==> config.mk <==
export PLATFORM = sky130hd
export DESIGN_NAME = wb_ram_adapter
export DESIGN_NICKNAME = d
export VERILOG_FILES = /design/src/design/soc_pkg.sv /design/src/design/wb_ram_adapter.sv
export SDC_FILE = /design/constraint.sdc
export NUM_CORES = 1
export LEC_CHECK = 0
export BUFFER_PORTS_ARGS = -buffer_cell sky130_fd_sc_hd__buf_2
export CAP_MARGIN = 20
export CORE_AREA = 2 2 151 153
export DETAILED_ROUTE_END_ITERATION = 8
export DIE_AREA = 0 0 153 155
export PLACE_DENSITY = 0.72
export SLEW_MARGIN = 25
export SYNTH_ARGS = -nofsm -noshare
export SYNTH_HDL_FRONTEND = slang
export SYNTH_SLANG_ARGS = --single-unit
==> constraint.sdc <==
create_clock -name clk_i -period 21.2 [get_ports clk_i]
set_input_delay 1.06 -clock clk_i [delete_from_list [all_inputs] [get_ports clk_i]]
set_output_delay 1.06 -clock clk_i [all_outputs]
set_load 0.1 [all_outputs]
==> src/design/soc_pkg.sv <==
/* Shared package: bus widths, Wishbone request and response structs, cycle-type
   codes, address map, RAM geometry and CLINT register offsets */
package soc_pkg;

  // ==================================================
  // Widths
  // ==================================================
  localparam int unsigned ADDR_W         = 32;
  localparam int unsigned DATA_W         = 32;
  localparam int unsigned SEL_W          = DATA_W / 8;
  localparam int unsigned WORDS_PER_LINE = 4;
  localparam int unsigned LINE_W         = WORDS_PER_LINE * DATA_W;
  localparam int unsigned LINE_STRB_W    = LINE_W / 8;
  // Byte address split: word offset, then line offset
  localparam int unsigned WORD_LSB       = $clog2(SEL_W);
  localparam int unsigned WORD_OFS_W     = $clog2(WORDS_PER_LINE);
  localparam int unsigned LINE_OFS_W     = $clog2(LINE_STRB_W);

  // RAM geometry, 1024 lines of 16 bytes
  localparam int unsigned RAM_LINES   = 1024;
  localparam int unsigned RAM_LATENCY = 16;
  localparam int unsigned RAM_IDX_W   = $clog2(RAM_LINES);

  // CLINT register window
  localparam int unsigned CLINT_OFS_W = 16;

  typedef logic [ADDR_W-1:0]      addr_t;
  typedef logic [DATA_W-1:0]      data_t;
  typedef logic [SEL_W-1:0]       sel_t;
  typedef logic [LINE_W-1:0]      line_t;
  typedef logic [LINE_STRB_W-1:0] line_strb_t;
  typedef logic [RAM_IDX_W-1:0]   line_idx_t;
  typedef logic [2:0]             cti_t;
  typedef logic [CLINT_OFS_W-1:0] clint_ofs_t;

  // ==================================================
  // Wishbone B4 structs
  // ==================================================
  // Master to slave, 74 bits
  typedef struct packed {
    logic  cyc;
    logic  stb;
    logic  we;
    addr_t adr;
    data_t dat;
    sel_t  sel;
    cti_t  cti;
  } wb_req_t;

  // Slave to master, 34 bits
  typedef struct packed {
    data_t dat;
    logic  ack;
    logic  err;
  } wb_rsp_t;

  // Cycle-type codes
  localparam cti_t CTI_CLASSIC = 3'b000;
  localparam cti_t CTI_INCR    = 3'b010;
  localparam cti_t CTI_EOB     = 3'b111;

  // ==================================================
  // Address map
  // ==================================================
  localparam addr_t RAM_BASE   = 32'h8000_0000;
  localparam addr_t CLINT_BASE = 32'h3000_0000;
  localparam int unsigned REGION_MSB = 31;
  localparam int unsigned REGION_LSB = 28;

  // CLINT offsets, high words sit at +4
  localparam clint_ofs_t CLINT_MSIP_OFS     = 16'h0000;
  localparam clint_ofs_t CLINT_MTIMECMP_OFS = 16'h4000;
  localparam clint_ofs_t CLINT_MTIME_OFS    = 16'hBFF8;

endpackage

==> src/design/wb_ram_adapter.sv <==
/* Wishbone to line adapter: write word placement, read FSM with one
   line fetch per burst, burst line buffer and ack generation */
module wb_ram_adapter (
  input  logic                clk_i,
  input  logic                rst_ni,
  input  soc_pkg::wb_req_t    req_i,
  output soc_pkg::wb_rsp_t    rsp_o,
  output soc_pkg::line_idx_t  line_idx_o,
  output soc_pkg::line_t      line_wdata_o,
  output soc_pkg::line_strb_t line_strb_o,
  output logic                rd_pulse_o,
  input  soc_pkg::line_t      line_rdata_i,
  input  logic                line_valid_i
);
  import soc_pkg::*;

  typedef enum logic [1:0] {
    ST_IDLE,
    ST_WAIT_LINE,
    ST_STREAM
  } state_e;

  state_e                state_q;
  state_e                state_d;
  logic                  live;
  logic                  wr_req;
  logic                  rd_req;
  logic [WORD_OFS_W-1:0] word_ofs;
  logic                  rd_pulse_q;
  logic                  line_ack;
  logic                  burst_ack;
  // Buffered line and its index
  line_t                 buf_q;
  line_idx_t             buf_idx_q;

  assign live       = req_i.cyc && req_i.stb;
  assign wr_req     = live && req_i.we;
  assign rd_req     = live && !req_i.we;
  assign word_ofs   = req_i.adr[WORD_LSB +: WORD_OFS_W];
  assign line_idx_o = req_i.adr[LINE_OFS_W +: RAM_IDX_W];

  // ==================================================
  // Write path
  // ==================================================
  // Word copied to every slot, strobes pick the slot
  always_comb begin
    line_strb_o = '0;
    for (int w = 0; w < WORDS_PER_LINE; w++) begin
      line_wdata_o[w*DATA_W +: DATA_W] = req_i.dat;
    end
    if (wr_req) begin
      line_strb_o[word_ofs*SEL_W +: SEL_W] = req_i.sel;
    end
  end

  // ==================================================
  // Read FSM
  // ==================================================
  // First beat acks on the returning line
  assign line_ack  = (state_q == ST_WAIT_LINE) && line_valid_i && rd_req;
  // Later beats come straight from the buffer
  assign burst_ack = (state_q == ST_STREAM) && rd_req;

  always_comb begin
    state_d = state_q;
    unique case (state_q)
      ST_IDLE: begin
        if (rd_req) begin
          state_d = ST_WAIT_LINE;
        end
      end
      ST_WAIT_LINE: begin
        if (line_valid_i) begin
          // Stay on the line only for an incrementing burst
          state_d = (line_ack && req_i.cti == CTI_INCR) ? ST_STREAM : ST_IDLE;
        end
      end
      ST_STREAM: begin
        // EOB beat or a dropped cycle ends the burst
        if (!req_i.cyc || (burst_ack && req_i.cti != CTI_INCR)) begin
          state_d = ST_IDLE;
        end
      end
      default: state_d = ST_IDLE;
    endcase
  end

  always_ff @(posedge clk_i) begin
    if (!rst_ni) begin
      state_q    <= ST_IDLE;
      rd_pulse_q <= 1'b0;
    end else begin
      state_q    <= state_d;
      // One register stage behind the first live cycle
      rd_pulse_q <= (state_q == ST_IDLE) && rd_req;
    end
  end

  assign rd_pulse_o = rd_pulse_q;

  // Capture the line on the first beat
  always_ff @(posedge clk_i) begin
    if (line_ack) begin
      buf_q     <= line_rdata_i;
      buf_idx_q <= line_idx_o;
    end
  end

  // Response
  always_comb begin
    rsp_o.ack = wr_req || line_ack || burst_ack;
    rsp_o.err = 1'b0;
    if (state_q == ST_STREAM) begin
      rsp_o.dat = buf_q[word_ofs*DATA_W +: DATA_W];
    end else begin
      rsp_o.dat = line_rdata_i[word_ofs*DATA_W +: DATA_W];
    end
  end

  // Burst beats stay on the captured line
  a_beat_in_line: assert property (@(posedge clk_i) disable iff (!rst_ni)
    (state_q == ST_STREAM && live) |-> (line_idx_o == buf_idx_q));

  // Master holds off writes until the read is done
  a_no_wr_in_burst: assert property (@(posedge clk_i) disable iff (!rst_ni)
    (state_q != ST_IDLE && live) |-> !req_i.we);

endmodule

* Word-level counts from Yosys, hierarchy flattened
Index checks and enable logic that the tools add are counted.
Storage, ports and cells: output and inout bits 189, bits in latches 0, flip-flop bits (word level) 131, RAM bits 0, input bits 205, memories 0, logic and storage cells 39, ROM bits 0
Operators by class: $lt $le $gt $ge 0, equality and inequality tests 7, multipliers 0, bitwise operators 1, shift operators 4, $add $sub $neg 1, divide/modulo/power cells 0, reductions and logical operators 16, muxes and demuxes 7
Operators by type and width (count):
- indexed part select 128 x 8 -> 32 bit | 2
- negation 4 -> 34 bit | 1
- variable shift 4 x 34 -> 16 bit (first input constant) | 1
- indexed part select 4 x 34 -> 16 bit | 1
- two-way mux 32 bit | 1
- bitwise AND 16 bit | 1
- two-way mux 16 bit | 1
- logical AND 1 bit | 9
- two-way mux 2 bit | 4
- case mux 2 bit (3 select lines) | 1
- != test 2 bit (second input constant) | 2
- equality test 3 x 2 -> 1 bit (second input constant) | 1
- logical OR 1 bit | 3
- != test 3 x 2 -> 1 bit (second input constant) | 1
- AND reduction 3 bit | 1
- equality test 2 x 1 -> 1 bit (second input constant) | 1
- equality test 2 bit (second input constant) | 1
- logical NOT 1 bit | 2
- logical NOT 2 bit | 1
- != test 2 x 1 -> 1 bit (second input constant) | 1

* Logic depth before layout (Yosys ltp)
word-level depth 7, mapped depth 6, depth with buffers taken out 5

* Worst setup path after synthesis
Ideal clock, no wire load.
path kind input to register, from input port line_valid_i, to register buf_q[0] (enable), slack 13443 ps, setup time 631 ps, path buffers 0, data required time 20569 ps, arrival 7126 ps, stages on the path 2, cells stage by stage nor4bb_1 nor2b_1
On the way: cells in the longest elaborated chain, start to end 2
RTL lines:
- from (decl) | line wb_ram_adapter.sv:13 | input logic line_valid_i
- logical AND 1 bit (2 in series) | line wb_ram_adapter.sv:60 | assign line_ack = (state_q == ST_WAIT_LINE) && line_valid_i && rd_req;
- named net line_ack | line wb_ram_adapter.sv:30 | logic line_ack;
- to (signal assigned) | line wb_ram_adapter.sv:104 | buf_q <= line_rdata_i;
- to (decl) | line wb_ram_adapter.sv:33 | line_t buf_q;
The timed path passes the listed nets, and every way through them passes these cells. A chain may end at the register's enable or synchronous reset.

* Final worst setup path
from input port req_i[41] (netlist name), to output port line_strb_o[5]
On the way: cells in the longest elaborated chain, start to end 4, elaborated cells on any way between the ends 5, those cells by class 1 x add/sub; 2 x shift; 1 x mux; 1 x bitwise
RTL lines:
- from (decl) | line wb_ram_adapter.sv:6 | input soc_pkg::wb_req_t req_i,
- negation 4 -> 34 bit (*) | line wb_ram_adapter.sv:52 | line_strb_o[word_ofs*SEL_W +: SEL_W] = req_i.sel;
- indexed part select 4 x 34 -> 16 bit / variable shift 4 x 34 -> 16 bit (equally long branches) | line wb_ram_adapter.sv:52
- bitwise AND 16 bit (no line) (*)
- two-way mux 16 bit (*) | line wb_ram_adapter.sv:51 | if (wr_req) begin
- to (decl) | line wb_ram_adapter.sv:10 | output soc_pkg::line_strb_t line_strb_o,
Mark *: on every way between the ends. The rest lies on a longest branch, timed or not.

==> results.toml <==
[timing]
worst_pin_slew_ns = 0.887
setup_viol = 0
maxSlewViolCount = 0
hold_viol_final = 0
max_freq_mhz = 219
hold_ws_ns = 0.570
min_period_over_period = 0.215
skew_ns = 0.00941
slew_headroom = 0.408
finalCriticalPeriod_ns = 4.56
rsz0062_at_grt = "no"
fin_setup_tns_ns = 0

[clocking]
cts_hold_buf = 0
cts_setup_buffers = 0
clock-sinks = 131
htreeDepth = 4
path_clk_slew_ns = 0.07
post_cts_resized = 0
clk_latency_ns = 0.41
numCtsBuffers = 17
cts_root_buf = "clkbuf_16"
clockBufferDepth = 2
cts_tree = "yes"

[job]
maxCapViolCount = 0

[power_and_ir_drop]
power_frac_clock = 0.436
power_frac_comb = 0.150
fin_total_pwr_mw = 0.689
switching_share = 0.294
seq_power_share = 0.414
switchingPower_mw = 0.202
internal_power_mw = 0.486
p_per_area_nw_per_um2 = 85.5
p_leak_nw = 2.92
ir_drop_uv = 48.3

[worst_setup_path]
required_ns = 20.14
setup.worst_path.end_class = "output pin"
critPathLaunchType = "input pin"
critPathMaxFanout = 45
worstSetupPathType = "in -> out"
crit_arrival_ns = 3.50

[global_route]
grt_start_max_net_pins = 71
antenna_found_initial = 2
grt_pass1_vias = 4372
grt_remaining_overflow = 0
grt_pass1_wl_um = 26300
track_usage = 0.147

[synth]
synth.largest_area_cell = "edfxtp_1"
synth-main-ff-cell = "edfxtp_1"
syn-num-nets = 642
avgSynthCellArea_um2 = 16.7
synth_area_leaders = "edfxtp_1, mux4_2, buf_4"
ys_types = 32
ys_seq_elements = 131
ys_async_sr_fraction = 0
yosys-top-cells-count = "buf_4, edfxtp_1, mux4_2"
ys_seq_area_frac = 0.543
netlist_instances = 432
synth_edf_count = 128
yosys_warnings = 0
yosysMostFrequentCell = "buf_4"
syn-cell-area_um2 = 7190
synth_top_area_share = 0.534

[floorplan]
start_util = 0.324
dieWidth_um = 153
die_h_um = 155
row_count = 55
fp.coreArea_um2 = 22200
io_pins = 394
dieArea_um2 = 23700

[cells_and_area]
regArea_um2 = 3900
nets = 703
area_delta_synth_final_pct = 12.0
fillers = 2101
multiInputGateArea_um2 = 2140
drive_above_1_share = 0.644

[worst_hold_path]
holdCritPathClass = "reg -> reg"

[drt]
dr.pass1.iters = 5
ant_nets = 0
viasPerCell = 4.95
drc = 0
detail_route.wl_per_cell_um = 22.3
postRouteWirelength_um = 17700
route.vias.total = 3923
drt_iter0_drc = 208

[placed_design]
io_buffers = 192
dp_hpwl_um = 13000
gp_congestion = 0.893

[outcome]
run_status = "completed"
-- sequential cells by signal, summed over array words and instances, names as in the netlist --
signal	flops
state_q	2
buf_q	128
rd_pulse_o	1
-- logic make-up after synthesis --
family                     after synthesis  synth area share
buffers and inverters                  160             0.162
other                                    1          0.000521
AOI/OAI and AO/OA                        4           0.00435
and+or+nand+nor                         35            0.0306
DFF                                    131             0.543
muxes                                   96             0.251
adders and majority gates                5           0.00870
-- power groups by stage --
stage	combinational, mW	sequential, mW	clock (mW)
2_1_floorplan	0.198	0.291	0
3_3_place_gp	0.102	0.291	0
3_5_place_dp	0.104	0.291	0
4_1_cts	0.104	0.285	0.309
5_1_grt	0.108	0.285	0.319
6_report	0.104	0.285	0.300
-- critical path: stages --
cell	delay [ns]
buf_2	0.50
buf_4	0.67
ha_1	0.26
nand2_1	0.07
nor3_1	0.24
and2_1	0.22
buf_2	0.44
-- path summary, 6_finish.rpt --
check	cells after the start	endpoint	slack, ns	startpoint
hold / removal	2	state_q[0]$_SDFFE_PN0P_	0.57	state_q[0]$_SDFFE_PN0P_
setup reg to reg	4	buf_q[85]$_DFFE_PP_	18.10	state_q[0]$_SDFFE_PN0P_
hold reg to reg	2	state_q[0]$_SDFFE_PN0P_	0.57	state_q[0]$_SDFFE_PN0P_
setup / recovery	7	line_strb_o[5]	16.64	req_i[41]
-- per-stage QoR --
step / cells / setup slack, ns / instance area (um2) / util
global route: 791 / 16.42 / 8050 / 0.362
global placement: 758 / 16.67 / 7420 / 0.334
finish: 792 / 16.64 / 8060 / 0.362
floorplan: 432 / 13.44 / 7190 / -
CTS: 790 / 16.23 / 8030 / 0.361
detailed placement: 758 / 16.58 / 7420 / 0.334
-- metal layers --
layer	routed length, um	vias up	global-route usage
met3	1880	15	0.0682
li1	-	1673	-
met4	257	2	0.0459
met1	6320	1949	0.158
met2	9180	284	0.258
met5	13	-	0.0104
-- cells in the final DEF (no fill, tap or decap), drive strengths merged, types with 5 or more instances in the layout --
| cell | count |
|---|---|
| and2 | 12 |
| buf | 198 |
| clkbuf | 17 |
| clkinv | 6 |
| edfxtp | 128 |
| ha | 5 |
| inv | 12 |
| mux2 | 32 |
| mux4 | 64 |
-- cell type report --
type / instances / share of cell area
tap: 285 / 0.0443
sequential: 131 / 0.485
clock buffer: 17 / 0.0528
inverter: 4 / 0.00186
antenna: 1 / 0.000311
timing repair buffer: 198 / 0.127
multi-input combinational: 141 / 0.266
clock inverter: 15 / 0.0230
(Power assumes the default switching activity.)
