===== src/design/soc_pkg.sv =====
/* Shared package: bus widths, Wishbone request and response structs, cycle-type
   codes, address map, RAM geometry and CLINT register offsets */
package soc_pkg;

  // ==================================================
  // Widths
  // ==================================================
  localparam int unsigned ADDR_W         = 32;
  localparam int unsigned DATA_W         = 32;
  localparam int unsigned SEL_W          = DATA_W / 8;
  localparam int unsigned WORDS_PER_LINE = 4;
  localparam int unsigned LINE_W         = WORDS_PER_LINE * DATA_W;
  localparam int unsigned LINE_STRB_W    = LINE_W / 8;
  // Byte address split: word offset, then line offset
  localparam int unsigned WORD_LSB       = $clog2(SEL_W);
  localparam int unsigned WORD_OFS_W     = $clog2(WORDS_PER_LINE);
  localparam int unsigned LINE_OFS_W     = $clog2(LINE_STRB_W);

  // RAM geometry, 1024 lines of 16 bytes
  localparam int unsigned RAM_LINES   = 1024;
  localparam int unsigned RAM_LATENCY = 16;
  localparam int unsigned RAM_IDX_W   = $clog2(RAM_LINES);

  // CLINT register window
  localparam int unsigned CLINT_OFS_W = 16;

  typedef logic [ADDR_W-1:0]      addr_t;
  typedef logic [DATA_W-1:0]      data_t;
  typedef logic [SEL_W-1:0]       sel_t;
  typedef logic [LINE_W-1:0]      line_t;
  typedef logic [LINE_STRB_W-1:0] line_strb_t;
  typedef logic [RAM_IDX_W-1:0]   line_idx_t;
  typedef logic [2:0]             cti_t;
  typedef logic [CLINT_OFS_W-1:0] clint_ofs_t;

  // ==================================================
  // Wishbone B4 structs
  // ==================================================
  // Master to slave, 74 bits
  typedef struct packed {
    logic  cyc;
    logic  stb;
    logic  we;
    addr_t adr;
    data_t dat;
    sel_t  sel;
    cti_t  cti;
  } wb_req_t;

  // Slave to master, 34 bits
  typedef struct packed {
    data_t dat;
    logic  ack;
    logic  err;
  } wb_rsp_t;

  // Cycle-type codes
  localparam cti_t CTI_CLASSIC = 3'b000;
  localparam cti_t CTI_INCR    = 3'b010;
  localparam cti_t CTI_EOB     = 3'b111;

  // ==================================================
  // Address map
  // ==================================================
  localparam addr_t RAM_BASE   = 32'h8000_0000;
  localparam addr_t CLINT_BASE = 32'h3000_0000;
  localparam int unsigned REGION_MSB = 31;
  localparam int unsigned REGION_LSB = 28;

  // CLINT offsets, high words sit at +4
  localparam clint_ofs_t CLINT_MSIP_OFS     = 16'h0000;
  localparam clint_ofs_t CLINT_MTIMECMP_OFS = 16'h4000;
  localparam clint_ofs_t CLINT_MTIME_OFS    = 16'hBFF8;

endpackage


===== src/design/wb_addr_decoder.sv =====
/* Region decoder: routes the master request to RAM or CLINT, muxes the
   response back and answers unmapped addresses with err */
module wb_addr_decoder (
  input  logic             clk_i,
  input  logic             rst_ni,
  input  soc_pkg::wb_req_t m_req_i,
  output soc_pkg::wb_rsp_t m_rsp_o,
  output soc_pkg::wb_req_t ram_req_o,
  input  soc_pkg::wb_rsp_t ram_rsp_i,
  output soc_pkg::wb_req_t clint_req_o,
  input  soc_pkg::wb_rsp_t clint_rsp_i
);
  import soc_pkg::*;

  logic live;
  logic hit_ram;
  logic hit_clint;
  logic sel_ram;
  logic sel_clint;
  // Open RAM burst, pins the route to RAM
  logic burst_q;

  assign live      = m_req_i.cyc && m_req_i.stb;
  // Top nibble picks the region
  assign hit_ram   = m_req_i.adr[REGION_MSB:REGION_LSB] == RAM_BASE[REGION_MSB:REGION_LSB];
  assign hit_clint = m_req_i.adr[REGION_MSB:REGION_LSB] == CLINT_BASE[REGION_MSB:REGION_LSB];
  assign sel_ram   = hit_ram || burst_q;
  assign sel_clint = hit_clint && !burst_q;

  // ==================================================
  // Request fan-out
  // ==================================================
  always_comb begin
    ram_req_o       = m_req_i;
    ram_req_o.stb   = m_req_i.stb && sel_ram;
    clint_req_o     = m_req_i;
    clint_req_o.stb = m_req_i.stb && sel_clint;
  end

  // Response mux, unmapped gets err in the same cycle
  always_comb begin
    if (sel_ram) begin
      m_rsp_o = ram_rsp_i;
    end else if (sel_clint) begin
      m_rsp_o = clint_rsp_i;
    end else begin
      m_rsp_o.dat = '0;
      m_rsp_o.ack = 1'b0;
      m_rsp_o.err = live;
    end
  end

  // Burst tracking
  // Set by an acked INCR read, cleared by the closing beat or cyc low
  always_ff @(posedge clk_i) begin
    if (!rst_ni) begin
      burst_q <= 1'b0;
    end else if (!m_req_i.cyc) begin
      burst_q <= 1'b0;
    end else if (live && sel_ram && ram_rsp_i.ack && !m_req_i.we) begin
      burst_q <= (m_req_i.cti == CTI_INCR);
    end
  end

  // Slaves never answer ack and err together
  a_ack_err_excl: assert property (@(posedge clk_i) disable iff (!rst_ni)
    !(m_rsp_o.ack && m_rsp_o.err));

  // A mapped region never sees err on the master side
  a_no_err_mapped: assert property (@(posedge clk_i) disable iff (!rst_ni)
    (live && (hit_ram || hit_clint)) |-> !m_rsp_o.err);

endmodule


===== config.mk =====
export PLATFORM = sky130hd
export DESIGN_NAME = wb_addr_decoder
export DESIGN_NICKNAME = d
export VERILOG_FILES = /design/src/design/soc_pkg.sv /design/src/design/wb_addr_decoder.sv
export SDC_FILE = /design/constraint.sdc
export NUM_CORES = 1
export LEC_CHECK = 0
export BUFFER_PORTS_ARGS = -buffer_cell sky130_fd_sc_hd__buf_2
export CORE_AREA = 8 8 122 124
export DETAILED_ROUTE_END_ITERATION = 10
export DIE_AREA = 0 0 130 132
export PLACE_DENSITY_LB_ADDON = 0.25
export SETUP_SLACK_MARGIN = 0.2
export SLEW_MARGIN = 20
export SYNTH_ARGS = -nofsm -noshare
export SYNTH_HDL_FRONTEND = slang
export SYNTH_SLANG_ARGS = --single-unit

===== constraint.sdc =====
create_clock -name clk_i -period 1.5 [get_ports clk_i]
set_clock_uncertainty 0.1 [all_clocks]
set_input_delay 0.3 -clock clk_i [delete_from_list [all_inputs] [get_ports clk_i]]
set_output_delay 0.3 -clock clk_i [all_outputs]
set_load 0.01 [all_outputs]

Word level (Yosys, flattened, before mapping)

Cells that the tools add are included.

Reductions and logical operators: 11
Equal/unequal tests: 3
Order comparisons: 0
Mux-type cells: 2
Shift-type cells: 0
Div/mod/pow operators: 0
Add/subtract/negate cells: 0
Bitwise logic cells: 0
$mul: 0

Operators by type and width:

| operator             | count |
|---|---|
| $mux W34             | 2 |
| $logic_and A1 B1 Y1  | 7 |
| $eq A4 B2 Y1 const B | 1 |
| $eq A4 B4 Y1 const B | 1 |
| $eq A3 B2 Y1 const B | 1 |
| $logic_not A1 Y1     | 2 |
| $reduce_and A2 Y1    | 1 |
| $logic_or A1 B1 Y1   | 1 |

Input bits: 144
RAM bits: 0
Memories: 0
Logic and storage cells: 17
Flip-flop bits (word level): 1
Bits in latches: 0
Memory bits (read-only): 0
Output and inout port bits: 182

Depth between registers and ports, before layout

Gate-level depths: netlist (run 1).

Depth in word-level cells: 5
Gate-level depth with buffers: 5
Mapped depth without buffers: 3

Least setup slack after synthesis (run 1)

No wires, ideal clock.

Kind: input port to output port
Start: input port m_req_i[70] (netlist bit)
End: output port m_rsp_o[0] (netlist bit)
Setup slack: -102 ps
Required time: 1100 ps
Arrival: 1202 ps
Buffers on the path: 2
Stages on the path: 5
Cell sequence: nor4b_2 -> or2_1 -> buf_6 -> buf_6 -> o21ai_0

RTL lines:

| item               | line                 | source |
|---|---|---|
| start: declaration | wb_addr_decoder.sv:6 | `input soc_pkg::wb_req_t m_req_i,` |
| end: declaration   | wb_addr_decoder.sv:7 | `output soc_pkg::wb_rsp_t m_rsp_o,` |

==> flow_summary.json, run 1 <==
{
  "status": "finished with violations",
  "violations": "setup timing",
  "wirelength_um": 6340,
  "fill_cells": 1511,
  "synth_edf_count": 0,
  "max-cap-violations": 0,
  "port_buffers": 133,
  "fmax_ghz": 0.553,
  "syn_avg_cell_area_um2": 7.94,
  "core-area_um2": 13000,
  "ys_top_cells_by_count": "buf_4, a22o_1, buf_6",
  "place.gp.congestion": 0.749,
  "ys_warn_count": 0,
  "row_count": 42,
  "drc": 0,
  "syn-instance-count": 202,
  "ys_types": 14,
  "crit_path_max_fanout": 7,
  "crit_type": "in -> out",
  "dpl_worst_slack_ps": -345,
  "yosys_most_used_dff": "dfxtp_1",
  "r2r-start": "burst_q",
  "die_area_um2": 17200,
  "drtIter0Drc": 9,
  "largest-register": "burst_q",
  "min_path_cells": 2,
  "grt_overflow": 0,
  "hpwl_um": 4980,
  "reg2regPathDepth": 3,
  "vias": 1238,
  "detail_route.wl_per_cell_um": 16.7,
  "slew_viol_final": 0,
  "critPathLaunchType": "primary input",
  "die_w_um": 130,
  "initial_core_util": 0.124,
  "power.leakage_nw": 0.905,
  "yosys.area.top_type": "buf_4",
  "hold_start": "rst_ni",
  "ys_seq_elements": 1,
  "synthArstFlopShare": 0,
  "io_pins": 326,
  "finalSetupViolations": 36,
  "grt_max_degree": 23,
  "peakVddDrop_mv": 0.0336,
  "tightest_slew_ps": 322,
  "yosysSeqAreaShare": 0.0125,
  "reg_top3": "burst_q: 1 flops",
  "antenna_left": 0,
  "period_needed_ps": 1810,
  "synth.cell_area_um2": 1600,
  "nets": 347,
  "worst-endpoint-arrival_ps": 1410,
  "yosysMostFrequentCell": "buf_4",
  "synth_top_area_share": 0.693,
  "hold_viol_final": 0,
  "clkTransAtPathRegs_ps": 0,
  "grt_pass1_wl_um": 7820,
  "endpoint_kind": "output port",
  "largest_reg_flops": 1,
  "track_usage": 0.0580,
  "final.setup.worst_slack_ps": -307,
  "first_global_vias": 1261,
  "area_delta_synth_final_pct": 4.13,
  "drt_pre_antenna_iters": 3,
  "synth_area_leaders": "buf_4, a22o_1, buf_6, and2_1, dfxtp_1",
  "final_layout_size_suffix_gt1_frac": 0.781,
  "worstPathRequired_ps": 1100,
  "powerDensity_nw_per_um2": 208,
  "r2r-end": "burst_q",
  "hold_class": "in -> reg",
  "fin_util": 0.129,
  "clock_latency_ps": 0,
  "min_to": "burst_q",
  "antenna_found_initial": 5,
  "rsz0062_at_grt": "true",
  "synth_fp_nets": 346,
  "worst-r2r-setup-slack_ps": 390,
  "period_share": 1.20,
  "relSlewSlack": 0.782,
  "die_height_um": 132,
  "vias_per_cell": 3.27
}
[power breakdown]
group	switching [mW]	internal, mW	total [mW]
Sequential	0.00000224	0.0271	0.0271
Clock	0	0.000000178	0.000000178
Combinational	0.136	0.185	0.321
[cells in the final DEF (no fill, tap or decap), drive strengths merged]
master | netlist | layout
and4bb | 1 | 1
nor2b | 1 | 1
or2 | 1 | 1
diode | 0 | 2
o21ai | 2 | 2
nor4b | 2 | 2
nand4b | 1 | 1
and2 | 4 | 4
mux2i | 1 | 1
o2111a | 1 | 1
buf | 154 | 150
clkbuf | 0 | 3
dfxtp | 1 | 1
a22o | 33 | 33
[critical path: stages]
cell and delay [ps]:
buf_8 100, and4bb_1 290, nor2b_4 170, buf_12 140
clkbuf_16 150, a22o_1 120, buf_2 120
[how the worst max path moves through the flow]
stage                      from          end  slack, ps  cells after the start
floorplan           m_req_i[70]  m_rsp_o[10]        -30                      5
global placement    m_req_i[67]  m_rsp_o[22]       -320                      6
detailed placement  m_req_i[67]   m_rsp_o[6]       -350                      6
CTS                 m_req_i[69]  m_rsp_o[22]       -340                      6
global route        m_req_i[69]   m_rsp_o[8]       -370                      6
finish              m_req_i[70]  m_rsp_o[18]       -310                      7
[cell type report]
cell class,instances,area (um2),share of cell area
tap,176,220,0.132
antenna,2,5.00,0.00300
timing repair buffer,153,1000,0.599
multi-input combinational,47,424,0.254
sequential,1,20.0,0.0120
[cells by family after synthesis]
group,share of synthesized area
AOI/OAI and AO/OA,0.193
buffers and inverters,0.735
DFF,0.0125
muxes,0.00624
and+or+nand+nor,0.0530
[per-layer routing]
| layer | track usage | share of wire | up-vias |
|---|---|---|---|
| met5 | 0 | 0.0063 | - |
| met4 | 0.0362 | 0.055 | 6 |
| met3 | 0.0311 | 0.17 | 56 |
| met2 | 0.0961 | 0.43 | 113 |
| met1 | 0.0549 | 0.33 | 524 |
| li1 | - | - | 539 |
[what timing repair did]
action	in CTS	in global routing
setup endpoints to repair	37	37
gates cloned	2	4
hold buffers	0	0
setup buffers	2	2
resized for setup	17	4
pin swaps	2	3
[metrics by stage]
stage / hold WS [ps] / total power, mW / cell area, um2 / std cells / TNS, ps
finish: 457 / 0.348 / 1670 / 379 / -10080
global placement: 476 / 0.307 / 1430 / 367 / -11040
detailed placement: 474 / 0.309 / 1430 / 367 / -11690
CTS: 462 / 0.334 / 1540 / 371 / -11110
global route: 471 / 0.375 / 1670 / 379 / -12620
floorplan: 352 / 0.505 / 1630 / 202 / -863
Note: power is estimated with default switching activity, not from simulation.
==> run 2: changes to the inputs <==
--- a/config.mk
+++ b/config.mk
@@ -9,7 +9,6 @@
 export CORE_AREA = 8 8 122 124
 export DETAILED_ROUTE_END_ITERATION = 10
 export DIE_AREA = 0 0 130 132
-export PLACE_DENSITY_LB_ADDON = 0.25
 export SETUP_SLACK_MARGIN = 0.2
 export SLEW_MARGIN = 20
 export SYNTH_ARGS = -nofsm -noshare
==> run 2 against run 1 <==
- the run still ends with setup timing left
- cell count fell by 0.53%
- worst setup slack improved by 23 ps
- die area is the same
- combinational power decreased by 1%
- wire length shrank 8.0%
- register-to-register slack improved by 60 ps
- maximum frequency increased by 1.3%
- total power decreased by 1.3%
- critical endpoint is now m_rsp_o[11]
- first-iteration DRC count grew to 3.2 times the previous value
- critical path depth unchanged
==> flow_summary.json, run 2 (same netlist as run 1, synthesis figures left out) <==
{
  "die_w_um": 130,
  "hold_start": "rst_ni",
  "power.leakage_nw": 0.901,
  "grt_max_degree": 21,
  "cp_slowest_cell": "and4bb_1",
  "post-route-cell-area_um2": 1650,
  "initial_core_util": 0.124,
  "worst-endpoint-arrival_ps": 1380,
  "drtIter0Drc": 29,
  "min_to": "burst_q",
  "crit_type": "in -> out",
  "min_path_cells": 2,
  "worstPathRequired_ps": 1100,
  "critPathMaxStageDelay_ps": 270,
  "area_delta_synth_final_pct": 3.04,
  "track_usage": 0.0522,
  "r2r-start": "burst_q",
  "port_buffers": 133,
  "powerDensity_nw_per_um2": 208,
  "largest-register": "burst_q",
  "slew_viol_final": 0,
  "finalSetupViolations": 36,
  "grt_pass1_wl_um": 7110,
  "max-cap-violations": 0,
  "hold_ws_ps": 474,
  "path_cells": "buf_6 > and4bb_1 > nor2b_4 > buf_6 > buf_12 > a22o_1 > buf_2",
  "status": "finished with violations",
  "peakVddDrop_mv": 0.0529,
  "clock_latency_ps": 0,
  "critPathLaunchType": "primary input",
  "detail_route.wl_per_cell_um": 15.5,
  "relSlewSlack": 0.813,
  "hold_viol_final": 0,
  "vias": 1235,
  "startpoint": "m_req_i[70]",
  "tightest_slew_ps": 277,
  "die_area_um2": 17200,
  "placed_cell_area_um2": 1440,
  "first_global_vias": 1175,
  "antenna_left": 0,
  "vias_per_cell": 3.28,
  "hpwl_um": 4910,
  "clkTransAtPathRegs_ps": 0,
  "worst-r2r-setup-slack_ps": 450,
  "cp_num_buf_inv": 4,
  "fill_cells": 1477,
  "die_height_um": 132,
  "endpoint_kind": "output port",
  "violations": "setup timing",
  "worst-path-stages": 7,
  "row_count": 42,
  "largest_reg_flops": 1,
  "reg_top3": "burst_q: 1 flops",
  "core-area_um2": 13000,
  "mostFrequentLayoutCells": "buf_2, a22o_1, buf_6",
  "nets": 347,
  "cpLargestDelayFamily": "buffers and inverters",
  "reg2regPathDepth": 3,
  "antenna_cells": 0,
  "place.gp.congestion": 0.733,
  "wirelength_um": 5830,
  "rsz0062_at_grt": "true",
  "drc": 0,
  "final_layout_size_suffix_gt1_frac": 0.791,
  "dpl_worst_slack_ps": -395,
  "period_needed_ps": 1780,
  "hold_class": "in -> reg",
  "drt_pre_antenna_iters": 4,
  "r2r-end": "burst_q",
  "period_share": 1.19,
  "crit_path_max_fanout": 5,
  "layout_commonest_cell": "buf_2",
  "cp_common_cell": "buf_6",
  "setup-tns-final_ps": -8640,
  "grt_overflow": 0,
  "hold_buffers": 0,
  "antenna_found_initial": 0,
  "final.setup.worst_slack_ps": -284,
  "io_pins": 326,
  "fmax_ghz": 0.560
}
## run 2: cell types whose count changed in the layout (fill, tap and decap cells not counted), sizes merged
cell,previous run,this run
diode,2,0
buf,150,151
clkbuf,3,2
## run 2: per-layer routing
metal  track usage  routed length [um]  vias up
met5             0                   0        -
li1              -                   -      533
met1        0.0394                1440      532
met3        0.0154                 940       59
met4        0.0542                 563        0
met2        0.0984                2890      111
## run 2: how the worst max path moves through the flow
stage,to,slack [ps]
finish,m_rsp_o[11],-280
floorplan,m_rsp_o[10],-30
CTS,m_rsp_o[11],-320
global route,m_rsp_o[11],-350
global placement,m_rsp_o[25],-350
detailed placement,m_rsp_o[25],-390
## run 2: repair_timing
action                     CTS  global route
gates resized for setup     15            15
buffers inserted             2             3
setup endpoints to repair   37            37
cloned                       1             3
pin swaps                    3            13
## run 2: worst register-to-register path, cell delays in order, from the launching register on
cell and delay [ps]:
dfxtp_1 300, or2_4 260, buf_12 160, o2111a_1 110
## run 2: where the power goes
group	total, mW	leakage [nW]	internal, mW	switching, mW
sequential	0.0271	0.00805	0.0271	0.00000349
combinational	0.317	0.893	0.181	0.135
clock	0	0	0	0
## run 2: layout make-up
type	instances	area, um2	area share
Sequential cell	1	20.0	0.0121
Multi-Input combinational cell	47	435	0.263
Tap cell	176	220	0.133
Timing Repair Buffer	153	977	0.591
## run 2: stage by stage
step | util | cells | total power [mW]
after detailed placement | 0.111 | 368 | 0.308
after global routing | 0.127 | 377 | 0.366
final | 0.127 | 377 | 0.344
after floorplan | - | 202 | 0.505
after CTS | 0.117 | 371 | 0.324
after global placement | 0.111 | 368 | 0.309
