<file path="config.mk">
export PLATFORM = sky130hd
export DESIGN_NAME = wb_clint
export DESIGN_NICKNAME = d
export VERILOG_FILES = /design/src/design/soc_pkg.sv /design/src/design/wb_clint.sv
export SDC_FILE = /design/constraint.sdc
export NUM_CORES = 1
export LEC_CHECK = 0
export BUFFER_PORTS_ARGS = -buffer_cell sky130_fd_sc_hd__buf_2
export CELL_PAD_IN_SITES_DETAIL_PLACEMENT = 1
export CELL_PAD_IN_SITES_GLOBAL_PLACEMENT = 2
export CORE_AREA = 2 2 162 164
export CTS_CLUSTER_DIAMETER = 60
export CTS_CLUSTER_SIZE = 25
export DETAILED_ROUTE_END_ITERATION = 8
export DIE_AREA = 0 0 164 166
export MAX_ROUTING_LAYER = met4
export PLACE_DENSITY = 0.89
export SYNTH_ARGS = -nofsm -noshare
export SYNTH_HDL_FRONTEND = slang
export SYNTH_SLANG_ARGS = --single-unit
</file>
<file path="constraint.sdc">
create_clock -name clk_i -period 6.7 [get_ports clk_i]
set_input_delay 0.335 -clock clk_i [delete_from_list [all_inputs] [get_ports clk_i]]
set_output_delay 0.335 -clock clk_i [all_outputs]
set_load 0.02 [all_outputs]
</file>
<file path="src/design/soc_pkg.sv">
/* Shared package: bus widths, Wishbone request and response structs, cycle-type
   codes, address map, RAM geometry and CLINT register offsets */
package soc_pkg;

  // ==================================================
  // Widths
  // ==================================================
  localparam int unsigned ADDR_W         = 32;
  localparam int unsigned DATA_W         = 32;
  localparam int unsigned SEL_W          = DATA_W / 8;
  localparam int unsigned WORDS_PER_LINE = 4;
  localparam int unsigned LINE_W         = WORDS_PER_LINE * DATA_W;
  localparam int unsigned LINE_STRB_W    = LINE_W / 8;
  // Byte address split: word offset, then line offset
  localparam int unsigned WORD_LSB       = $clog2(SEL_W);
  localparam int unsigned WORD_OFS_W     = $clog2(WORDS_PER_LINE);
  localparam int unsigned LINE_OFS_W     = $clog2(LINE_STRB_W);

  // RAM geometry, 1024 lines of 16 bytes
  localparam int unsigned RAM_LINES   = 1024;
  localparam int unsigned RAM_LATENCY = 16;
  localparam int unsigned RAM_IDX_W   = $clog2(RAM_LINES);

  // CLINT register window
  localparam int unsigned CLINT_OFS_W = 16;

  typedef logic [ADDR_W-1:0]      addr_t;
  typedef logic [DATA_W-1:0]      data_t;
  typedef logic [SEL_W-1:0]       sel_t;
  typedef logic [LINE_W-1:0]      line_t;
  typedef logic [LINE_STRB_W-1:0] line_strb_t;
  typedef logic [RAM_IDX_W-1:0]   line_idx_t;
  typedef logic [2:0]             cti_t;
  typedef logic [CLINT_OFS_W-1:0] clint_ofs_t;

  // ==================================================
  // Wishbone B4 structs
  // ==================================================
  // Master to slave, 74 bits
  typedef struct packed {
    logic  cyc;
    logic  stb;
    logic  we;
    addr_t adr;
    data_t dat;
    sel_t  sel;
    cti_t  cti;
  } wb_req_t;

  // Slave to master, 34 bits
  typedef struct packed {
    data_t dat;
    logic  ack;
    logic  err;
  } wb_rsp_t;

  // Cycle-type codes
  localparam cti_t CTI_CLASSIC = 3'b000;
  localparam cti_t CTI_INCR    = 3'b010;
  localparam cti_t CTI_EOB     = 3'b111;

  // ==================================================
  // Address map
  // ==================================================
  localparam addr_t RAM_BASE   = 32'h8000_0000;
  localparam addr_t CLINT_BASE = 32'h3000_0000;
  localparam int unsigned REGION_MSB = 31;
  localparam int unsigned REGION_LSB = 28;

  // CLINT offsets, high words sit at +4
  localparam clint_ofs_t CLINT_MSIP_OFS     = 16'h0000;
  localparam clint_ofs_t CLINT_MTIMECMP_OFS = 16'h4000;
  localparam clint_ofs_t CLINT_MTIME_OFS    = 16'hBFF8;

endpackage

</file>
<file path="src/design/wb_clint.sv">
/* CLINT: 64-bit mtime and mtimecmp, msip bit, registered Wishbone
   access and the timer and software interrupt outputs */
module wb_clint (
  input  logic             clk_i,
  input  logic             rst_ni,
  input  soc_pkg::wb_req_t req_i,
  output soc_pkg::wb_rsp_t rsp_o,
  output logic             timer_irq_o,
  output logic             sw_irq_o
);
  import soc_pkg::*;

  logic        live;
  logic        acc;
  logic        wr;
  clint_ofs_t  ofs;
  logic [63:0] mtime_q;
  logic [63:0] mtime_d;
  logic [63:0] mtimecmp_q;
  logic        msip_q;
  logic        ack_q;
  data_t       rdata;
  data_t       rdata_q;

  // Byte-select merge of one word
  function automatic data_t merge_word(input data_t old_w, input data_t new_w, input sel_t sel);
    data_t res;
    res = old_w;
    for (int b = 0; b < SEL_W; b++) begin
      if (sel[b]) begin
        res[b*8 +: 8] = new_w[b*8 +: 8];
      end
    end
    return res;
  endfunction

  assign live = req_i.cyc && req_i.stb;
  // Ack cycle itself is not a new access
  assign acc  = live && !ack_q;
  assign wr   = acc && req_i.we;
  // Word-aligned offset in the window
  assign ofs  = {req_i.adr[CLINT_OFS_W-1:WORD_LSB], {WORD_LSB{1'b0}}};

  // ==================================================
  // Register read mux
  // ==================================================
  always_comb begin
    rdata = '0;
    case (ofs)
      CLINT_MSIP_OFS:                        rdata = {{(DATA_W-1){1'b0}}, msip_q};
      CLINT_MTIMECMP_OFS:                    rdata = mtimecmp_q[31:0];
      clint_ofs_t'(CLINT_MTIMECMP_OFS + 4):  rdata = mtimecmp_q[63:32];
      CLINT_MTIME_OFS:                       rdata = mtime_q[31:0];
      clint_ofs_t'(CLINT_MTIME_OFS + 4):     rdata = mtime_q[63:32];
      default:                               rdata = '0;
    endcase
  end

  // Free-running count, a write overrides its word
  always_comb begin
    mtime_d = mtime_q + 64'd1;
    if (wr && ofs == CLINT_MTIME_OFS) begin
      mtime_d[31:0] = merge_word(mtime_q[31:0], req_i.dat, req_i.sel);
    end
    if (wr && ofs == clint_ofs_t'(CLINT_MTIME_OFS + 4)) begin
      mtime_d[63:32] = merge_word(mtime_q[63:32], req_i.dat, req_i.sel);
    end
  end

  always_ff @(posedge clk_i) begin
    if (!rst_ni) begin
      mtime_q    <= '0;
      mtimecmp_q <= '1;
      msip_q     <= 1'b0;
      ack_q      <= 1'b0;
    end else begin
      mtime_q <= mtime_d;
      ack_q   <= acc;
      if (wr) begin
        case (ofs)
          CLINT_MSIP_OFS: begin
            if (req_i.sel[0]) begin
              msip_q <= req_i.dat[0];
            end
          end
          CLINT_MTIMECMP_OFS: begin
            mtimecmp_q[31:0] <= merge_word(mtimecmp_q[31:0], req_i.dat, req_i.sel);
          end
          clint_ofs_t'(CLINT_MTIMECMP_OFS + 4): begin
            mtimecmp_q[63:32] <= merge_word(mtimecmp_q[63:32], req_i.dat, req_i.sel);
          end
          default: ;
        endcase
      end
    end
  end

  always_ff @(posedge clk_i) begin
    if (acc) begin
      rdata_q <= rdata;
    end
  end

  assign rsp_o.dat = rdata_q;
  assign rsp_o.ack = ack_q;
  assign rsp_o.err = 1'b0;

  // Unsigned 64-bit compare
  assign timer_irq_o = (mtime_q >= mtimecmp_q);
  assign sw_irq_o    = msip_q;

  // Every ack answers the request still held from the cycle before
  a_ack_after_req: assert property (@(posedge clk_i) disable iff (!rst_ni)
    rsp_o.ack |-> (live && $stable(req_i.adr)));

endmodule

</file>
Yosys cells after proc, flatten, opt, wreduce, memory -nomap -nowiden

Cells that the tools add are included.

Register bits after elaboration: 162
Bits in latches: 0
RAM bits: 0
ROM bits: 0
Bits of input ports: 76
Output and inout bits: 36
Memories: 0

$add $sub $neg: 1
Multipliers: 0
Div/mod/pow operators: 0
$lt $le $gt $ge: 1
Equality and inequality tests: 12
Shift-type cells: 0
Multiplexer cells: 7
Bitwise gates (word level): 0
Reduce and logical (&&, ||, !) cells: 16

Operators with widths:

| operator                                               | number |
|---|---|
| one-hot mux 32 bit (5 select lines)                    | 1 |
| adder 64 x 1 -> 64 bit (second input constant)         | 1 |
| >= comparator 64 bit                                   | 1 |
| 2-to-1 mux 32 bit                                      | 2 |
| 2-to-1 mux 8 bit                                       | 4 |
| equality test 14 x 13 -> 1 bit (second input constant) | 2 |
| equality test 14 bit (second input constant)           | 2 |
| AND reduction 3 bit                                    | 9 |
| zero test 16 bit                                       | 1 |
| inequality test 2 bit (second input constant)          | 8 |
| logical AND 1 bit                                      | 5 |
| zero test 1 bit                                        | 1 |

Longest topological paths before layout

Gate-level depths: netlist (run 1).

Word-level depth: 5
Gate-level depth with buffers: 9
Depth with buffers taken out: 8

Worst setup path after synthesis (run 1)

OpenSTA, ideal clock, no wires.

Path kind: register to output
From: register mtime_q[0]
To: output timer_irq_o
Data arrival time: 2.085 ns
Data required time: 6.365 ns
Path slack: 4.280 ns
Stages on the path, launching flop included: 9
Cells stage by stage: dfxtp_1 -> inv_1 -> ha_1 -> nand2b_1 -> a2111oi_0 -> o41ai_1 -> o41a_1 -> nor4_1 -> o21ai_0

Cells in the longest elaborated chain, start to end: 1

RTL lines:

| item                     | RTL line        | source |
|---|---|---|
| start: declaration       | wb_clint.sv:17  | `logic [63:0] mtime_q;` |
| start signal: assignment | wb_clint.sv:77  | `mtime_q <= mtime_d;` |
| >= comparator 64 bit     | wb_clint.sv:109 | `assign timer_irq_o = (mtime_q >= mtimecmp_q);` |
| end: declaration         | wb_clint.sv:8   | `output logic timer_irq_o,` |

Every way passes these cells.

Worst setup path after layout (run 1)

Ends and elaborated chain as after synthesis.

==> flow_metrics.env, run 1 <==
export IMPL_numCtsBuffers=17
export IMPL_wirelength_um=36000
export IMPL_grt_pass1_wl_um=56100
export IMPL_cap_viol_max_count=0
export IMPL_synth_top_area_cell="dfxtp_1"
export IMPL_antenna_found_initial=0
export IMPL_via_per_inst=6.09
export IMPL_worst_setup_path_end_kind="primary output"
export IMPL_grt_pass1_vias=9713
export IMPL_synthToLayoutAreaGrowth_pct=13.0
export IMPL_post_cts_resized=0
export IMPL_cts_root_buffer_cell="clkbuf_16"
export IMPL_grt_usage=0.275
export IMPL_final_max_slew_violation_count=0
export IMPL_fin_skew_ns=0.0152
export IMPL_finalSetupViolCount=0
export IMPL_critPathKind="register to primary output"
export IMPL_synth_edf_count=32
export IMPL_yosysTopAreaCellShare=0.265
export IMPL_cts_htree_levels=4
export IMPL_ys_top_cells_by_count="nand2_1, dfxtp_1, inv_1"
export IMPL_synth_cell_type_count=64
export IMPL_synth_avg_cell_area_um2=8.39
export IMPL_clkLatencyLatePin_ns=0.44
export IMPL_required_ns=6.36
export IMPL_cts_setup_buffers=0
export IMPL_ir_drop_mv=0.162
export IMPL_core_um2=25600
export IMPL_ys_seq_area_frac=0.363
export IMPL_dieArea_um2=27200
export IMPL_netlist_area_um2=9810
export IMPL_clk_pin_slew_ns=0.07
export IMPL_yosysWarningCount=0
export IMPL_tightest_slew_ns=1.10
export IMPL_hold_viol=0
export IMPL_ys_ff_latch=162
export IMPL_hp_class="primary input to register"
export IMPL_run_status="finished, final reports clean"
export IMPL_cp_cell_sequence="inv_1 -> ha_1 -> nand2b_1 -> a2111oi_0 -> o41ai_1 -> o41a_1 -> nor4_1 -> o21ai_0 -> buf_2"
export IMPL_p_leak_uw=0.00494
export IMPL_layout_drive_gt1_share=0.131
export IMPL_io_pins=112
export IMPL_drc=0
export IMPL_fmax_mhz=274
export IMPL_final_nets=1357
export IMPL_critPathMaxFanout=8
export IMPL_start_util=0.383
export IMPL_cts_buffer_depth=2
export IMPL_synth_nets=1310
export IMPL_worstPathArrival_ns=3.32
export IMPL_grt_max_degree=70
export IMPL_ant_nets=0
export IMPL_hpwl_um=25500
export IMPL_placement_cell_area_um2=10500
export IMPL_die_x_um=164
export IMPL_fp_dieH_um=166
export IMPL_antenna_cells=0
export IMPL_cts_tree="done"
export IMPL_ys_async_sr_fraction=0
export IMPL_drt_iter0_markers=742
export IMPL_period_share=0.545
export IMPL_yosysMostFrequentCell="nand2_1"
export IMPL_synthFlopType="dfxtp_1"
export IMPL_routedWlPerCell_um=23.0
export IMPL_vias=9518
export IMPL_gp_congestion=0.850
export IMPL_firstDrtPassIters=5
export IMPL_synthTopCellsByArea="dfxtp_1, edfxtp_1, ha_1"
export IMPL_synthCells=1169
export IMPL_cp_slowest_cell="a2111oi_0"
export IMPL_power_density_nw_per_um2=194
export IMPL_setup_tns_ns=0
export IMPL_worst_path_largest_cell_delay_ns=0.60
export IMPL_cts_hold_buf=0
export IMPL_rsz0062_at_grt="false"
export IMPL_startpoint_type="register"
export IMPL_period_needed_ns=3.65
export IMPL_cts_sinks=162
export IMPL_placement_rows=59
export IMPL_max_slew_margin=0.267
export IMPL_finalInstanceArea_um2=11100
export IMPL_overflow=0
export IMPL_io_buffers=89
## state kept, by name, indices dropped and copies added, names as in the netlist
signal and count:
rdata_q 32, mtimecmp_q 64, mtime_q 64, sw_irq_o 1, ack_q 1
## path summary, 6_finish.rpt
check                  from             end  slack [ns]  cells after the start
max              mtime_q[0]     timer_irq_o        3.05                      9
min               req_i[19]  mtimecmp_q[44]        0.18                      3
max reg2reg     mtime_q[12]     mtime_q[58]        3.13                      6
min reg2reg  mtimecmp_q[47]  mtimecmp_q[47]        0.51                      2
## power by group
part	switching, uW	internal, uW
clock	452	577
sequential	5.62	1000
combinational	80.5	31.5
## cells by family (layout without fill, tap and decap cells)
family	after synthesis	in the layout	share of synthesized area
AND/OR/NAND/NOR	429	429	0.226
flip-flops	162	162	0.363
buffers and inverters	143	203	0.0578
adder cells (fa/ha/maj)	65	65	0.0829
AO/OA/AOI/OAI	306	306	0.206
other	1	1	0.000382
multiplexers	46	46	0.0484
XOR/XNOR	17	17	0.0152
## worst max-delay path, delay by kind of cell, from the launching register on
kind / cells / cell delay [ns]
buffers and inverters: 2 / 0.26
and+or+nand+nor: 2 / 0.50
AOI/OAI and AO/OA: 4 / 1.31
adders and majority gates: 1 / 0.30
DFF: 1 / 0.49
## cell usage in the layout, fill, tap and decap left out, types with 5 or more instances in the layout
master,count
nand3_1,54
inv_1,70
a31oi_1,24
a32oi_1,7
nand2_1,144
xor2_1,13
nor3b_1,5
and4_1,9
nor4_2,6
edfxtp_1,32
mux2_2,11
and3_1,28
a22oi_1,64
a21o_1,9
nor4_1,12
a211oi_1,12
clkbuf_16,17
buf_4,11
ha_1,65
nor2_1,58
dfxtp_1,130
a21oi_1,61
buf_2,89
nand4_1,43
and2_1,9
o211ai_1,45
mux2i_1,35
nor3_1,18
o21ai_0,50
or3_1,14
## final cells by class
| class | instances | area [um2] |
|---|---|---|
| Inverter | 71 | 267 |
| Multi-Input combinational cell | 864 | 5700 |
| Fill cell | 3065 | 14500 |
| Clock inverter | 13 | 149 |
| Clock buffer | 19 | 453 |
| Tap cell | 335 | 419 |
| Timing Repair Buffer | 100 | 528 |
| Sequential cell | 162 | 3560 |
## per-layer routing
metal,vias up,share of wire,GRT usage,wire length (um)
li1,4440,-,-,-
met1,4745,0.44,0.349,15900
met2,268,0.49,0.451,17500
met3,65,0.041,0.0347,1490
met4,0,0.031,0.0923,1120
met5,-,0,-,0
## metrics by stage
| stage | total power (uW) | instances | utilization | worst slack (ns) | hold WS [ns] |
|---|---|---|---|---|---|
| 6_report | 2150 | 1564 | 0.433 | 3.05 | 0.184 |
| 5_1_grt | 2210 | 1564 | 0.433 | 2.78 | 0.200 |
| 4_1_cts | 2160 | 1564 | 0.433 | 2.94 | 0.170 |
| 3_5_place_dp | 1140 | 1532 | 0.409 | 3.30 | 0.496 |
| 3_3_place_gp | 1140 | 1532 | 0.409 | 3.37 | 0.482 |
| 2_1_floorplan | 1080 | 1169 | - | 4.28 | 0.460 |
Note: power is estimated with default switching activity, not from simulation.
==> run 2: changes to the inputs <==
- CORE_AREA: 2 2 162 164 -> 2 2 179 181
- DIE_AREA: 0 0 164 166 -> 0 0 181 183
- PLACE_DENSITY: 0.89 -> 0.78
- clock period: 6.7 -> 3.2 ns (I/O delays scaled with it)
==> flow_metrics.env, run 2 (synthesis results as in run 1) <==
export IMPL_run_status="finished, final reports clean"
export IMPL_overflow=0
export IMPL_cts_htree_levels=4
export IMPL_cts_setup_buffers=0
export IMPL_start_util=0.314
export IMPL_reg2reg_from="mtime_q[1]"
export IMPL_startpoint_type="register"
export IMPL_seqPwrFrac=0.468
export IMPL_grt_pass1_vias=9618
export IMPL_hp_class="primary input to register"
export IMPL_whs_path_depth=3
export IMPL_ant_nets=0
export IMPL_critPathMaxFanout=9
export IMPL_critPathKind="register to primary output"
export IMPL_power_switching_uw=1120
export IMPL_firstDrtPassIters=4
export IMPL_worst_slack_ns=0.0684
export IMPL_hpwl_um=27500
export IMPL_finalInstanceArea_um2=11400
export IMPL_vias=9577
export IMPL_tightest_slew_ns=1.06
export IMPL_power_density_nw_per_um2=396
export IMPL_worst_setup_path_end_kind="primary output"
export IMPL_drt_iter0_markers=590
export IMPL_worstPathArrival_ns=2.97
export IMPL_cts_sinks=162
export IMPL_hp_start="req_i[25]"
export IMPL_period_needed_ns=3.13
export IMPL_fillers=3728
export IMPL_final_cell_mix="nand2_1, dfxtp_1, buf_2, inv_1, ha_1"
export IMPL_placement_cell_area_um2=10700
export IMPL_swShare=0.249
export IMPL_via_per_inst=5.80
export IMPL_cp_cell_sequence="ha_1 -> nor3_1 -> or3_1 -> o41ai_1 -> o41a_1 -> nor4_1 -> o21ai_1 -> buf_2"
export IMPL_final_common_cell="nand2_1"
export IMPL_ir_drop_mv=0.403
export IMPL_setup_tns_ns=0
export IMPL_cts_hold_buf=0
export IMPL_grt_pass1_wl_um=58000
export IMPL_hold_viol=0
export IMPL_finalSetupViolCount=0
export IMPL_grt_max_degree=70
export IMPL_worst_path_largest_cell_delay_ns=0.48
export IMPL_hold_slack_ns=0.0175
export IMPL_fp_dieH_um=183
export IMPL_antenna_cells=0
export IMPL_post_cts_resized=3
export IMPL_pwr_share_comb=0.054
export IMPL_gp_congestion=0.832
export IMPL_post_place_ws_ns=0.291
export IMPL_required_ns=3.04
export IMPL_clk_pin_slew_ns=0.07
export IMPL_cap_viol_max_count=0
export IMPL_cts_buffer_depth=2
export IMPL_internal_power_uw=3370
export IMPL_numCtsBuffers=17
export IMPL_power_uw=4490
export IMPL_hold_path_endpoint="mtimecmp_q[50]"
export IMPL_cts_root_buffer_cell="clkbuf_16"
export IMPL_cts_tree="done"
export IMPL_fmax_mhz=319
export IMPL_core_um2=31200
export IMPL_cp_slowest_cell="dfxtp_1"
export IMPL_io_pins=112
export IMPL_final_max_slew_violation_count=0
export IMPL_die_x_um=181
export IMPL_final_nets=1378
export IMPL_clkLatencyLatePin_ns=0.45
export IMPL_wirelength_um=37600
export IMPL_period_share=0.979
export IMPL_dieArea_um2=33100
export IMPL_fin_skew_ns=0.0175
export IMPL_grt_usage=0.236
export IMPL_reg2reg_slack_ns=0.41
export IMPL_routedWlPerCell_um=22.8
export IMPL_max_slew_margin=0.290
export IMPL_synthToLayoutAreaGrowth_pct=15.8
export IMPL_layout_drive_gt1_share=0.146
export IMPL_r2r_end="mtime_q[58]"
export IMPL_reg2regPathDepth=7
export IMPL_p_leak_uw=0.00504
export IMPL_io_buffers=89
export IMPL_antenna_found_initial=0
export IMPL_reg_top3="mtime_q (64), mtimecmp_q (64), rdata_q (32)"
export IMPL_placement_rows=65
export IMPL_p_clk_frac=0.478
export IMPL_rsz0062_at_grt="false"
export IMPL_drc=0
-- run 2: how the worst max path moves through the flow --
| stage | startpoint | to | slack, ns | depth (start not counted) |
|---|---|---|---|---|
| after floorplan | mtime_q[0] | mtime_q[58] | 0.95 | 7 |
| after global placement | mtime_q[0] | timer_irq_o | 0.39 | 9 |
| after detailed placement | mtime_q[0] | timer_irq_o | 0.29 | 9 |
| after CTS | mtime_q[0] | timer_irq_o | 0.07 | 9 |
| after global routing | mtime_q[7] | timer_irq_o | 0.03 | 8 |
| final | mtime_q[2] | timer_irq_o | 0.07 | 8 |
-- run 2: area by class of cell --
cell class,instances,area [um2],area share
Multi-Input combinational cell,864,5720,0.504
Sequential cell,162,3560,0.314
Timing Repair Buffer,121,698,0.0615
Clock buffer,22,507,0.0446
Tap cell,402,503,0.0443
Inverter,71,267,0.0235
Clock inverter,10,95.1,0.00837
-- run 2: metal layers --
metal | track usage | routed length (um)
met5 | - | 0
met4 | 0.0689 | 898
met3 | 0.0338 | 1630
met2 | 0.397 | 18100
met1 | 0.297 | 17000
-- run 2: worst max-delay path: cells and delay by family (launching register included) --
family	cells	cell delay, ns
AND/OR/NAND/NOR	3	0.57
AO/OA/AOI/OAI	3	1.01
buffers and inverters	1	0.21
flip-flops	1	0.48
adder cells (fa/ha/maj)	1	0.26
-- run 2: power by group through the flow --
stage	clock network [uW]	registers (uW)	logic, uW
floorplan	0	2170	84.3
global placement	0	2150	239
detailed placement	0	2150	240
CTS	2180	2100	242
global route	2270	2110	260
finish	2150	2100	243
-- run 2: metrics by stage --
step,std cells,utilization
CTS,1652,0.363
detailed placement,1620,0.344
floorplan,1169,-
finish,1652,0.364
global route,1652,0.364
global placement,1620,0.344
